`src/dnaPkg.sv`:
```
package dnaPkg;

    localparam int SEQ_DEPTH = 32;
    localparam int PAT_DEPTH = 8;
    localparam int SEQ_ADDR_W = $clog2(SEQ_DEPTH);
    localparam int PAT_ADDR_W = $clog2(PAT_DEPTH);

    typedef logic [2:0] baseT;

    localparam baseT BASE_A = 3'd0;
    localparam baseT BASE_C = 3'd1;
    localparam baseT BASE_T = 3'd2;
    localparam baseT BASE_G = 3'd3;

    typedef enum logic [1:0] {literal, pairSet, tripleSet, patEnd} tokenKindT;

    typedef struct packed {
        tokenKindT kind;
        baseT      first;
        baseT      second;
        baseT      third;
    } tokenT;

    typedef logic [3:0] baseMaskT;                  // Bit per base, A in bit 0
    typedef logic [SEQ_ADDR_W-1:0] seqAddrT;
    typedef logic [PAT_ADDR_W-1:0] patAddrT;
    typedef logic [SEQ_ADDR_W:0] seqLenT;           // 0 to SEQ_DEPTH

    // Token-sized payloads live in the pattern store, everything else in the sequence
    function automatic int storeAddrBits(int payloadBits);
        return (payloadBits == $bits(tokenT)) ? PAT_ADDR_W : SEQ_ADDR_W;
    endfunction

    function automatic baseMaskT baseBit(baseT b);
        case (b)
            BASE_A: return 4'b0001;
            BASE_C: return 4'b0010;
            BASE_T: return 4'b0100;
            BASE_G: return 4'b1000;
            default: return '0;                     // Invalid code
        endcase
    endfunction

    function automatic logic isBase(baseT b);
        return baseBit(b) != '0;
    endfunction

endpackage

```
`src/matchSequencer.sv`:
```
module matchSequencer import dnaPkg::*; (
    input  logic      clock,
    input  logic      reset_N,
    input  logic      start,
    input  seqLenT    seqLength,
    output seqAddrT   seqReadAddr,
    input  baseT      seqSymbol,
    output patAddrT   patReadAddr,
    input  tokenKindT tokenKind,
    input  baseMaskT  acceptMask,
    input  logic      malformed,
    output logic      busy,
    output logic      done,
    output logic      found,
    output logic      error,
    output seqAddrT   matchOffset
);

    typedef enum logic [2:0] {
        idle,
        fetch,
        compare,
        nextOffset,
        finish
    } stateT;

    stateT   state;
    stateT   nextState;
    seqLenT  lengthReg;                             // Length sampled at start
    seqLenT  offset;
    patAddrT index;
    seqLenT  position;
    logic    pastEnd;
    logic    symbolBad;
    logic    hit;
    logic    lastSlot;
    logic    accept;
    logic    advance;
    logic    setFound;
    logic    setError;

    assign position  = offset + seqLenT'(index);
    assign pastEnd   = position >= lengthReg;
    assign symbolBad = !isBase(seqSymbol);
    assign hit       = (acceptMask & baseBit(seqSymbol)) != '0;
    assign lastSlot  = index == patAddrT'(PAT_DEPTH - 1);
    assign accept    = state == idle && start;

    // Addresses held steady through fetch so data is ready in compare
    assign seqReadAddr = position[SEQ_ADDR_W-1:0];
    assign patReadAddr = index;

    assign busy = state != idle;
    assign done = state == finish;

    // Decision order in compare: end token, bad token, sequence end,
    // bad symbol, mismatch, then advance
    always_comb begin
        nextState = state;
        advance   = 1'b0;
        setFound  = 1'b0;
        setError  = 1'b0;
        case (state)
            idle: begin
                if (start) begin
                    nextState = fetch;
                end
            end
            fetch: nextState = compare;
            compare: begin
                if (tokenKind == patEnd) begin
                    setFound  = 1'b1;
                    nextState = finish;
                end else if (malformed) begin
                    setError  = 1'b1;
                    nextState = finish;
                end else if (pastEnd) begin
                    nextState = finish;             // Not found
                end else if (symbolBad) begin
                    setError  = 1'b1;
                    nextState = finish;
                end else if (!hit) begin
                    nextState = nextOffset;
                end else if (lastSlot) begin
                    setError  = 1'b1;               // Pattern never closed
                    nextState = finish;
                end else begin
                    advance   = 1'b1;
                    nextState = fetch;
                end
            end
            nextOffset: nextState = fetch;
            finish: nextState = idle;
            default: nextState = idle;
        endcase
    end

    always_ff @(posedge clock) begin
        if (!reset_N) begin
            state <= idle;
        end else begin
            state <= nextState;
        end
    end

    always_ff @(posedge clock) begin
        if (!reset_N) begin
            lengthReg <= '0;
            offset    <= '0;
            index     <= '0;
        end else if (accept) begin
            lengthReg <= seqLength;
            offset    <= '0;
            index     <= '0;
        end else if (state == nextOffset) begin
            offset <= offset + 1'b1;
            index  <= '0;
        end else if (advance) begin
            index <= index + 1'b1;
        end
    end

    // Results land on entry to finish, so they are valid with done
    always_ff @(posedge clock) begin
        if (!reset_N) begin
            found       <= 1'b0;
            error       <= 1'b0;
            matchOffset <= '0;
        end else if (accept) begin
            found       <= 1'b0;
            error       <= 1'b0;
            matchOffset <= '0;
        end else begin
            if (setFound) begin
                found       <= 1'b1;
                matchOffset <= offset[SEQ_ADDR_W-1:0];
            end
            if (setError) begin
                error <= 1'b1;
            end
        end
    end

endmodule

```
`src/patternSearch.sv`:
```
module patternSearch import dnaPkg::*; (
    input  logic    clock,
    input  logic    reset_N,
    input  logic    start,
    input  seqLenT  seqLength,
    input  logic    seqWrite,
    input  seqAddrT seqAddr,
    input  baseT    seqData,
    input  logic    patWrite,
    input  patAddrT patAddr,
    input  tokenT   patData,
    output logic    busy,
    output logic    done,
    output logic    found,
    output logic    error,
    output seqAddrT matchOffset
);

    seqAddrT   seqReadAddr;
    baseT      seqSymbol;
    patAddrT   patReadAddr;
    tokenKindT tokenKind;
    baseMaskT  acceptMask;
    logic      malformed;

    symbolStore #(
        .payloadT(baseT)
    ) seqStore (
        .clock(clock),
        .write(seqWrite),
        .writeAddr(seqAddr),
        .writeData(seqData),
        .readAddr(seqReadAddr),
        .readData(seqSymbol)
    );

    tokenDecoder decoder (
        .clock(clock),
        .write(patWrite),
        .writeAddr(patAddr),
        .writeData(patData),
        .readAddr(patReadAddr),
        .tokenKind(tokenKind),
        .acceptMask(acceptMask),
        .malformed(malformed)
    );

    matchSequencer sequencer (
        .clock(clock),
        .reset_N(reset_N),
        .start(start),
        .seqLength(seqLength),
        .seqReadAddr(seqReadAddr),
        .seqSymbol(seqSymbol),
        .patReadAddr(patReadAddr),
        .tokenKind(tokenKind),
        .acceptMask(acceptMask),
        .malformed(malformed),
        .busy(busy),
        .done(done),
        .found(found),
        .error(error),
        .matchOffset(matchOffset)
    );

endmodule

```
`src/symbolStore.sv`:
```
module symbolStore import dnaPkg::*; #(
    parameter type payloadT = baseT
) (
    input  logic                                     clock,
    input  logic                                     write,
    input  logic [storeAddrBits($bits(payloadT))-1:0] writeAddr,
    input  payloadT                                  writeData,
    input  logic [storeAddrBits($bits(payloadT))-1:0] readAddr,
    output payloadT                                  readData
);

    payloadT mem [2**storeAddrBits($bits(payloadT))];

    always_ff @(posedge clock) begin
        if (write) begin
            mem[writeAddr] <= writeData;
        end
        readData <= mem[readAddr];                  // Old data on same-address write
    end

endmodule

```
`src/tokenDecoder.sv`:
```
module tokenDecoder import dnaPkg::*; (
    input  logic      clock,
    input  logic      write,
    input  patAddrT   writeAddr,
    input  tokenT     writeData,
    input  patAddrT   readAddr,
    output tokenKindT tokenKind,
    output baseMaskT  acceptMask,
    output logic      malformed
);

    tokenT    token;
    baseMaskT firstMask;
    baseMaskT secondMask;
    baseMaskT thirdMask;
    logic     firstBad;
    logic     secondBad;
    logic     thirdBad;
    logic     pairRepeat;
    logic     tripleRepeat;

    symbolStore #(
        .payloadT(tokenT)
    ) tokenStore (
        .clock(clock),
        .write(write),
        .writeAddr(writeAddr),
        .writeData(writeData),
        .readAddr(readAddr),
        .readData(token)
    );

    assign firstMask  = baseBit(token.first);
    assign secondMask = baseBit(token.second);
    assign thirdMask  = baseBit(token.third);

    assign firstBad  = !isBase(token.first);
    assign secondBad = !isBase(token.second);
    assign thirdBad  = !isBase(token.third);

    assign pairRepeat   = token.first == token.second;
    assign tripleRepeat = pairRepeat || token.first == token.third
                          || token.second == token.third;

    assign tokenKind = token.kind;

    always_comb begin
        acceptMask = '0;
        malformed  = 1'b0;
        case (token.kind)
            literal: begin
                acceptMask = firstMask;
                malformed  = firstBad;
            end
            pairSet: begin
                acceptMask = firstMask | secondMask;
                malformed  = firstBad || secondBad || pairRepeat;
            end
            tripleSet: begin
                acceptMask = firstMask | secondMask | thirdMask;
                malformed  = firstBad || secondBad || thirdBad || tripleRepeat;
            end
            default: acceptMask = '0;               // End token accepts nothing
        endcase
    end

endmodule
```
`config.mk`:
```
export PLATFORM = sky130hd
export DESIGN_NAME = patternSearch
export DESIGN_NICKNAME = d
export VERILOG_FILES = /design/src/dnaPkg.sv /design/src/matchSequencer.sv /design/src/patternSearch.sv /design/src/symbolStore.sv /design/src/tokenDecoder.sv
export SDC_FILE = /design/constraint.sdc
export NUM_CORES = 1
export LEC_CHECK = 0
export ABC_AREA = 1
export CAP_MARGIN = 20
export CORE_MARGIN = 2
export CORE_UTILIZATION = 25
export DETAILED_ROUTE_END_ITERATION = 16
export DONT_BUFFER_PORTS = 1
export PLACE_DENSITY = 0.44
export SLEW_MARGIN = 0
export SYNTH_ARGS = -nofsm -noshare
export SYNTH_HDL_FRONTEND = slang
export SYNTH_SLANG_ARGS = --single-unit
export TNS_END_PERCENT = 30
```
`constraint.sdc`:
```
create_clock -name clock -period 2.7 [get_ports clock]
set_input_delay 0.405 -clock clock [delete_from_list [all_inputs] [get_ports clock]]
set_output_delay 0.405 -clock clock [all_outputs]
set_load 0.05 [all_outputs]
```
==> metrics.yaml, run 1 <==
outcome:
  outcome: "finished with violations"
  violations: "negative setup slack"
layout:
  nNetsFinal: 950
  final_util_pct: 29.91
  syn2layout_area_growth_pct: 18.79
  stdcell_count: 1397
  n_fill_cell: 3818
  diodes: 0
  drive_above_1_share_pct: 11.81
  fin_area_um2: 11160
power:
  power_density_nw_per_um2: 680.7
  power_mw: 7.596
  p_leak_nw: 3.939
  ir_worst_vdd_uv: 373.0
floorplanning:
  fp.dieH_um: 197.8
  dieArea_um2: 39140
  die_w_um: 197.8
  num_rows: 71
  num_io_pins: 42
  start_util_pct: 25.18
  coreArea_um2: 37310
logic_synthesis:
  synth_edf_count: 184
  async_reset_ff_share_pct: 0
  synthCells: 862
  yosys_warnings: 0
  syn_nets: 908
  ys_ff_latch: 223
  avgSynthCellArea_um2: 10.90
  syn_area_um2: 9394
  synthFlopType: "edfxtp_1"
  ys_types: 40
  yosysSeqAreaShare_pct: 67.13
setup_path:
  path_class: "register to register"
  reg2reg_from: "sequencer.patReadAddr[0]"
  cp.arrival_ns: 3.13
  r2r-end: "sequencer.state[2]"
  worst-r2r-setup-slack_ns: -0.03
  cp.required_ns: 3.10
  critPathCaptureType: "register"
  reg2reg_depth: 17
  start_kind: "register"
  crit_fanout: 3
place:
  portBuffers: 0
  place_ws_ns: -0.1384
  dpl_cell_area_um2: 10110
  dp_hpwl_um: 14120
  dp.cells: 1333
  routabilityCongestion: 0.7346
route:
  post_drt_wl_per_cell_um: 16.13
  vias: 6304
  drt-vias-per-instance: 4.513
  route.detailed.drc: 0
  drt_iter0_drc: 362
  dr.pass1.iters: 4
  final_antenna_net_count: 0
  routed_wl_um: 22530
timing:
  whs_ns: 0.02548
  max_freq_mhz: 365.7
  slew_headroom_pct: 42.23
  setup_viol: 3
  rsz0062_at_grt: "yes"
  final.setup.tns_ns: -0.06049
  finClkSkew_ns: 0.006973
  tightest_slew_ns: 0.8656
  slew_violations: 0
  period_needed_ns: 2.734
  hold_viol: 0
  setup_slack_ns: -0.03424
  min_period_over_period_pct: 101.3
global_routing:
  grt_max_degree: 47
  grt_antenna_before_repair: 1
  grt_pass1_wl_um: 35780
  grt_remaining_overflow: 0
  grt_use_total_pct: 11.68
  grt_pass1_vias: 6295
worst_hold_path:
  hold_depth: 2
  min_to: "sequencer.lengthReg[1]"
  min_from: "reset_N"
  min_path_type: "input port to register"
clocking:
  cts_sinks: 223
  numCtsBuffers: 25
  clock_latency_ns: 0.52
  cts_root_buf: "clkbuf_16"
  cts_tree: "done"
  cts_buffer_depth: 3
  htreeDepth: 1
  clk_pin_slew_worst_paths_ns: 0.06
job:
  maxCapViolations: 0
==> worst max path at each step <==
stage / startpoint / end / slack [ns]
after detailed placement: sequencer.offset[0] / sequencer.patReadAddr[0] / -0.14
after CTS: sequencer.patReadAddr[0] / sequencer.patReadAddr[0] / -0.07
after floorplan: sequencer.offset[0] / sequencer.patReadAddr[0] / -0.01
final: sequencer.patReadAddr[0] / sequencer.state[2] / -0.03
after global routing: sequencer.patReadAddr[0] / sequencer.patReadAddr[0] / -0.24
after global placement: sequencer.offset[0] / sequencer.patReadAddr[0] / -0.03
==> power breakdown <==
part	total, mW	internal (mW)	switching [mW]
registers	3.84	3.80	0.0324
logic	0.311	0.102	0.209
clock network	3.45	2.08	1.37
total	7.60	5.98	1.61
==> area by class of cell <==
| type | count | area, um^2 | area share (%) |
|---|---|---|---|
| multi-input combinational | 547 | 2764 | 24.77 |
| sequential | 223 | 6312 | 56.56 |
| timing repair buffer | 49 | 436.7 | 3.913 |
| inverter | 58 | 217.7 | 1.951 |
| clock buffer | 27 | 633.1 | 5.673 |
| tap | 474 | 593.1 | 5.314 |
| clock inverter | 19 | 202.7 | 1.816 |
==> sequential cells by signal, indices dropped and copies added (netlist names), 3 cells and up <==
register	count
decoder.tokenStore.mem	88
seqStore.mem	96
sequencer.lengthReg	6
decoder.tokenStore.readData	11
sequencer.patReadAddr	3
sequencer.state	3
sequencer.matchOffset	5
sequencer.offset	6
seqStore.readData	3
==> cells by family after synthesis <==
logic type	after synthesis	share of synthesized area (%)
compound gates	192	11.05
simple gates	327	14.38
flops	223	67.13
xor+xnor	9	0.9990
buf+inv	92	3.902
mux	6	0.7192
fa+ha+maj	13	1.811
==> cell usage after synthesis, types with 10 or more instances <==
master	instances	area, um^2
nor2_1	201	754.5
edfxtp_1	184	5525
o21ai_0	113	565.5
nand2_1	71	266.5
inv_1	56	210.2
dfxtp_1	39	780.8
o22ai_1	35	219.0
nand3_1	33	165.2
a21oi_1	23	115.1
clkbuf_1	21	78.83
ha_1	12	150.1
a31oi_1	11	68.82
buf_2	10	50.05
==> layer usage <==
layer	up-vias	global-route usage (%)	routed length, um
li1	3119	-	-
met1	3033	16.54	11080
met2	115	18.19	9909
met3	35	2.061	1066
met4	2	3.537	468
met5	-	0	7
==> layout by cell type, fill, tap and decap left out, drive strengths merged <==
cell	n
bufinv	4
a31oi	11
nand4	2
buf	38
ha	12
and2	1
nand2	74
mux2	6
nor4	1
a21o	1
o211ai	7
nor2	205
o22ai	35
o21ai	115
nor3	6
fa	1
dlygate4sd3	11
nand3b	1
xnor2	6
clkinv	13
edfxtp	184
xor2	3
or2	3
inv	58
nand3	34
clkbuf	27
clkinvlp	2
dfxtp	39
a21oi	23
==> what timing repair did <==
item,4_1_cts,5_1_grt
setup buffers,3,1
pin swaps,10,3
gates resized for setup,2,2
hold endpoints to repair,184,0
endpoints found under the setup margin,6,7
hold buffers,14,0
==> worst max-delay path, cell delays in order (launching register included) <==
cell,delay [ns]
dfxtp_2,0.35
ha_4,0.13
inv_2,0.03
fa_2,0.34
o21ai_2,0.13
xor2_1,0.21
inv_1,0.11
ha_1,0.31
nand2_2,0.08
nor2_1,0.04
o21ai_1,0.07
o211ai_1,0.11
nor2_2,0.22
nand3_4,0.11
buf_6,0.12
a21o_1,0.16
nand2_1,0.06
nor2_1,0.04
Power figures use the tool's default switching activity.
==> run 2, diff against run 1 <==
--- a/config.mk
+++ b/config.mk
@@ -11,7 +11,8 @@
 export CORE_UTILIZATION = 25
 export DETAILED_ROUTE_END_ITERATION = 16
 export DONT_BUFFER_PORTS = 1
-export PLACE_DENSITY = 0.44
+export GPL_TIMING_DRIVEN = 1
+export PLACE_DENSITY = 0.48
 export SLEW_MARGIN = 0
 export SYNTH_ARGS = -nofsm -noshare
 export SYNTH_HDL_FRONTEND = slang
==> constraint.sdc (replaced) <==
create_clock -name clock -period 2.9 [get_ports clock]
set_input_delay 0.435 -clock clock [delete_from_list [all_inputs] [get_ports clock]]
set_output_delay 0.435 -clock clock [all_outputs]
set_load 0.05 [all_outputs]
==> run 2 against run 1 <==
The run now ends clean. Critical endpoint unchanged. Wire length is 5.4% lower. Largest power group unchanged. Flip-flop and latch count stayed put. Clock-buffer cell count is 2 higher. Critical path type unchanged. Combinational power is 7.1% lower. Register-to-register slack better by 0.25 ns. Via count is 2.0% lower.
==> metrics.yaml, run 2 (synthesis gave the netlist of run 1 again) <==
outcome:
  outcome: "complete, no violations"
route:
  vias: 6178  # -2.0%
  drt-vias-per-instance: 4.438  # -1.6%
  route.detailed.drc: 0  # unchanged
  post_drt_wl_per_cell_um: 15.31  # -5.1%
  routed_wl_um: 21310  # -5.4%
  drt_iter0_drc: 342  # -5.5%
  dr.pass1.iters: 7  # +3
  final_antenna_net_count: 0  # unchanged
global_routing:
  grt_antenna_before_repair: 2  # +1
  grt_max_degree: 47  # unchanged
  grt_use_total_pct: 10.94  # -0.73 points
  grt_pass1_vias: 5943  # -5.6%
  grt_remaining_overflow: 0  # unchanged
  grt_pass1_wl_um: 33580  # -6.2%
job:
  maxCapViolations: 0  # unchanged
floorplanning:
  fp.dieH_um: 197.8  # unchanged
  die_w_um: 197.8  # unchanged
  start_util_pct: 25.18  # unchanged
  num_io_pins: 42  # unchanged
  coreArea_um2: 37310  # unchanged
  num_rows: 71  # unchanged
  dieArea_um2: 39140  # unchanged
setup_path:
  cp.required_ns: 3.31  # +0.21 ns
  path_class: "register to register"
  cpMostUsedCell: "buf_4"
  cp.arrival_ns: 3.09  # -0.04 ns
  worstPathCellList: "ha_4, inv_2, fa_2, buf_4, buf_4, xnor2_4, ha_1, nand2_1, nor2_1, o21ai_1, o211ai_1, nor2_2, nand3_4, buf_4, a21o_1, nand2_1, nor2_1"
  crit_fanout: 2  # -1
  critPathCaptureType: "register"
  reg2reg_depth: 17  # unchanged
  start_kind: "register"
  cpPeakStageDelay_ns: 0.36  # about the same
  crit_path_top_delay_cell: "fa_2"
timing:
  whs_ns: 0.05765  # +0.03217 ns
  max_freq_mhz: 372.5  # +1.9%
  setup_viol: 0  # -3
  finClkSkew_ns: 0.007473  # +0.0004997 ns
  slew_headroom_pct: 39.61  # -2.6 points
  slew_violations: 0  # unchanged
  period_needed_ns: 2.684  # -0.04995 ns
  setup_slack_ns: 0.2157  # +0.2500 ns
  hold_viol: 0  # unchanged
  tightest_slew_ns: 0.9025  # +0.03695 ns
  min_period_over_period_pct: 92.56  # -8.7 points
power:
  p_leak_nw: 3.934  # -0.15%
  ir_worst_vdd_uv: 382.0  # +2.4%
  power_density_nw_per_um2: 644.4  # -5.3%
clocking:
  clk_pin_slew_worst_paths_ns: 0.06  # about the same
  clock_latency_ns: 0.53  # about the same
  numCtsBuffers: 24  # -4.0%
  cts_buffer_depth: 3  # unchanged
  cts_root_buf: "clkbuf_16"
  cts_tree: "done"
  cts_sinks: 223  # unchanged
  htreeDepth: 1  # unchanged
place:
  dp_hpwl_um: 13230  # -6.3%
  place_ws_ns: 0.01621  # +0.1546 ns
  portBuffers: 0  # unchanged
  routabilityCongestion: 0.7692  # +4.7%
layout:
  n_fill_cell: 3838  # +0.52%
  drive_above_1_share_pct: 11.35  # -0.46 points
  largest_reg_flops: 96  # unchanged
  nNetsFinal: 944  # -0.63%
  reg_top3: "seqStore.mem x96, decoder.tokenStore.mem x88, decoder.tokenStore.readData x11"
  layout_common_cells: "nor2_1 (200), edfxtp_1 (184), o21ai_0 (111)"
  regMostFlops: "seqStore.mem"
  syn2layout_area_growth_pct: 19.05
  final_common_cell: "nor2_1"
worst_hold_path:
  hold_depth: 2  # unchanged
  min_path_type: "input port to register"
## run 2: critical path, delay by kind of cell (launching register included)
kind / cells / cell delay [ns]
fa+ha+maj: 3 / 0.79
simple gates: 6 / 0.50
flops: 1 / 0.35
compound gates: 3 / 0.35
xor+xnor: 1 / 0.12
buf+inv: 4 / 0.46
## run 2: per-stage QoR
stage | TNS, ns | instance area, um^2 | util [%] | std cells | total power [mW]
after global routing | -0.01670 | 11180 | 29.97 | 1392 | 7.451
after floorplan | 0 | 9410 | - | 862 | 3.792
after CTS | 0 | 11090 | 29.74 | 1386 | 7.277
after detailed placement | 0 | 10030 | 26.89 | 1326 | 3.856
after global placement | 0 | 10030 | 26.89 | 1326 | 3.855
final | 0 | 11180 | 29.97 | 1392 | 7.206
## run 2: area by class of cell
type	instances	area (um^2)	share of cell area, %
flip-flops and latches	223	6309	56.41
multi-input cells	547	2793	24.97
clock buffers	29	629.4	5.628
well taps	474	593.1	5.303
repair buffers	44	395.4	3.535
clock inverters	15	241.5	2.159
inverters	58	217.7	1.947
diodes	2	5.005	0.04475
## run 2: final timing paths
kind	from	slack, ns	end
setup / recovery	sequencer.offset[0]	0.22	sequencer.state[2]
setup reg to reg	sequencer.offset[0]	0.22	sequencer.state[2]
hold reg to reg	sequencer.lengthReg[0]	0.47	sequencer.lengthReg[0]
hold / removal	reset_N	0.06	sequencer.lengthReg[4]
## run 2: what timing repair did
item	4_1_cts	5_1_grt
setup buffers	2	4
gates resized for setup	1	13
hold buffers	14	0
endpoints found under the setup margin	2	7
pin swaps	1	12
hold endpoints to repair	184	0
## run 2: per-layer routing
metal | track usage, % | part of all wire (%) | wire [um] | vias up
met1 | 15.24 | 49 | 10440 | 2947
met4 | 3.425 | 1.9 | 402 | 0
met5 | 0 | 0 | 0 | -
li1 | - | - | - | 3107
met3 | 1.959 | 4.3 | 910 | 32
met2 | 17.29 | 45 | 9557 | 92
## run 2: report_power, final
part	leakage, nW	switching [mW]	internal, mW
clock	0.427	1.26	2.09
combinational	1.52	0.192	0.0968
sequential	1.99	0.0303	3.54
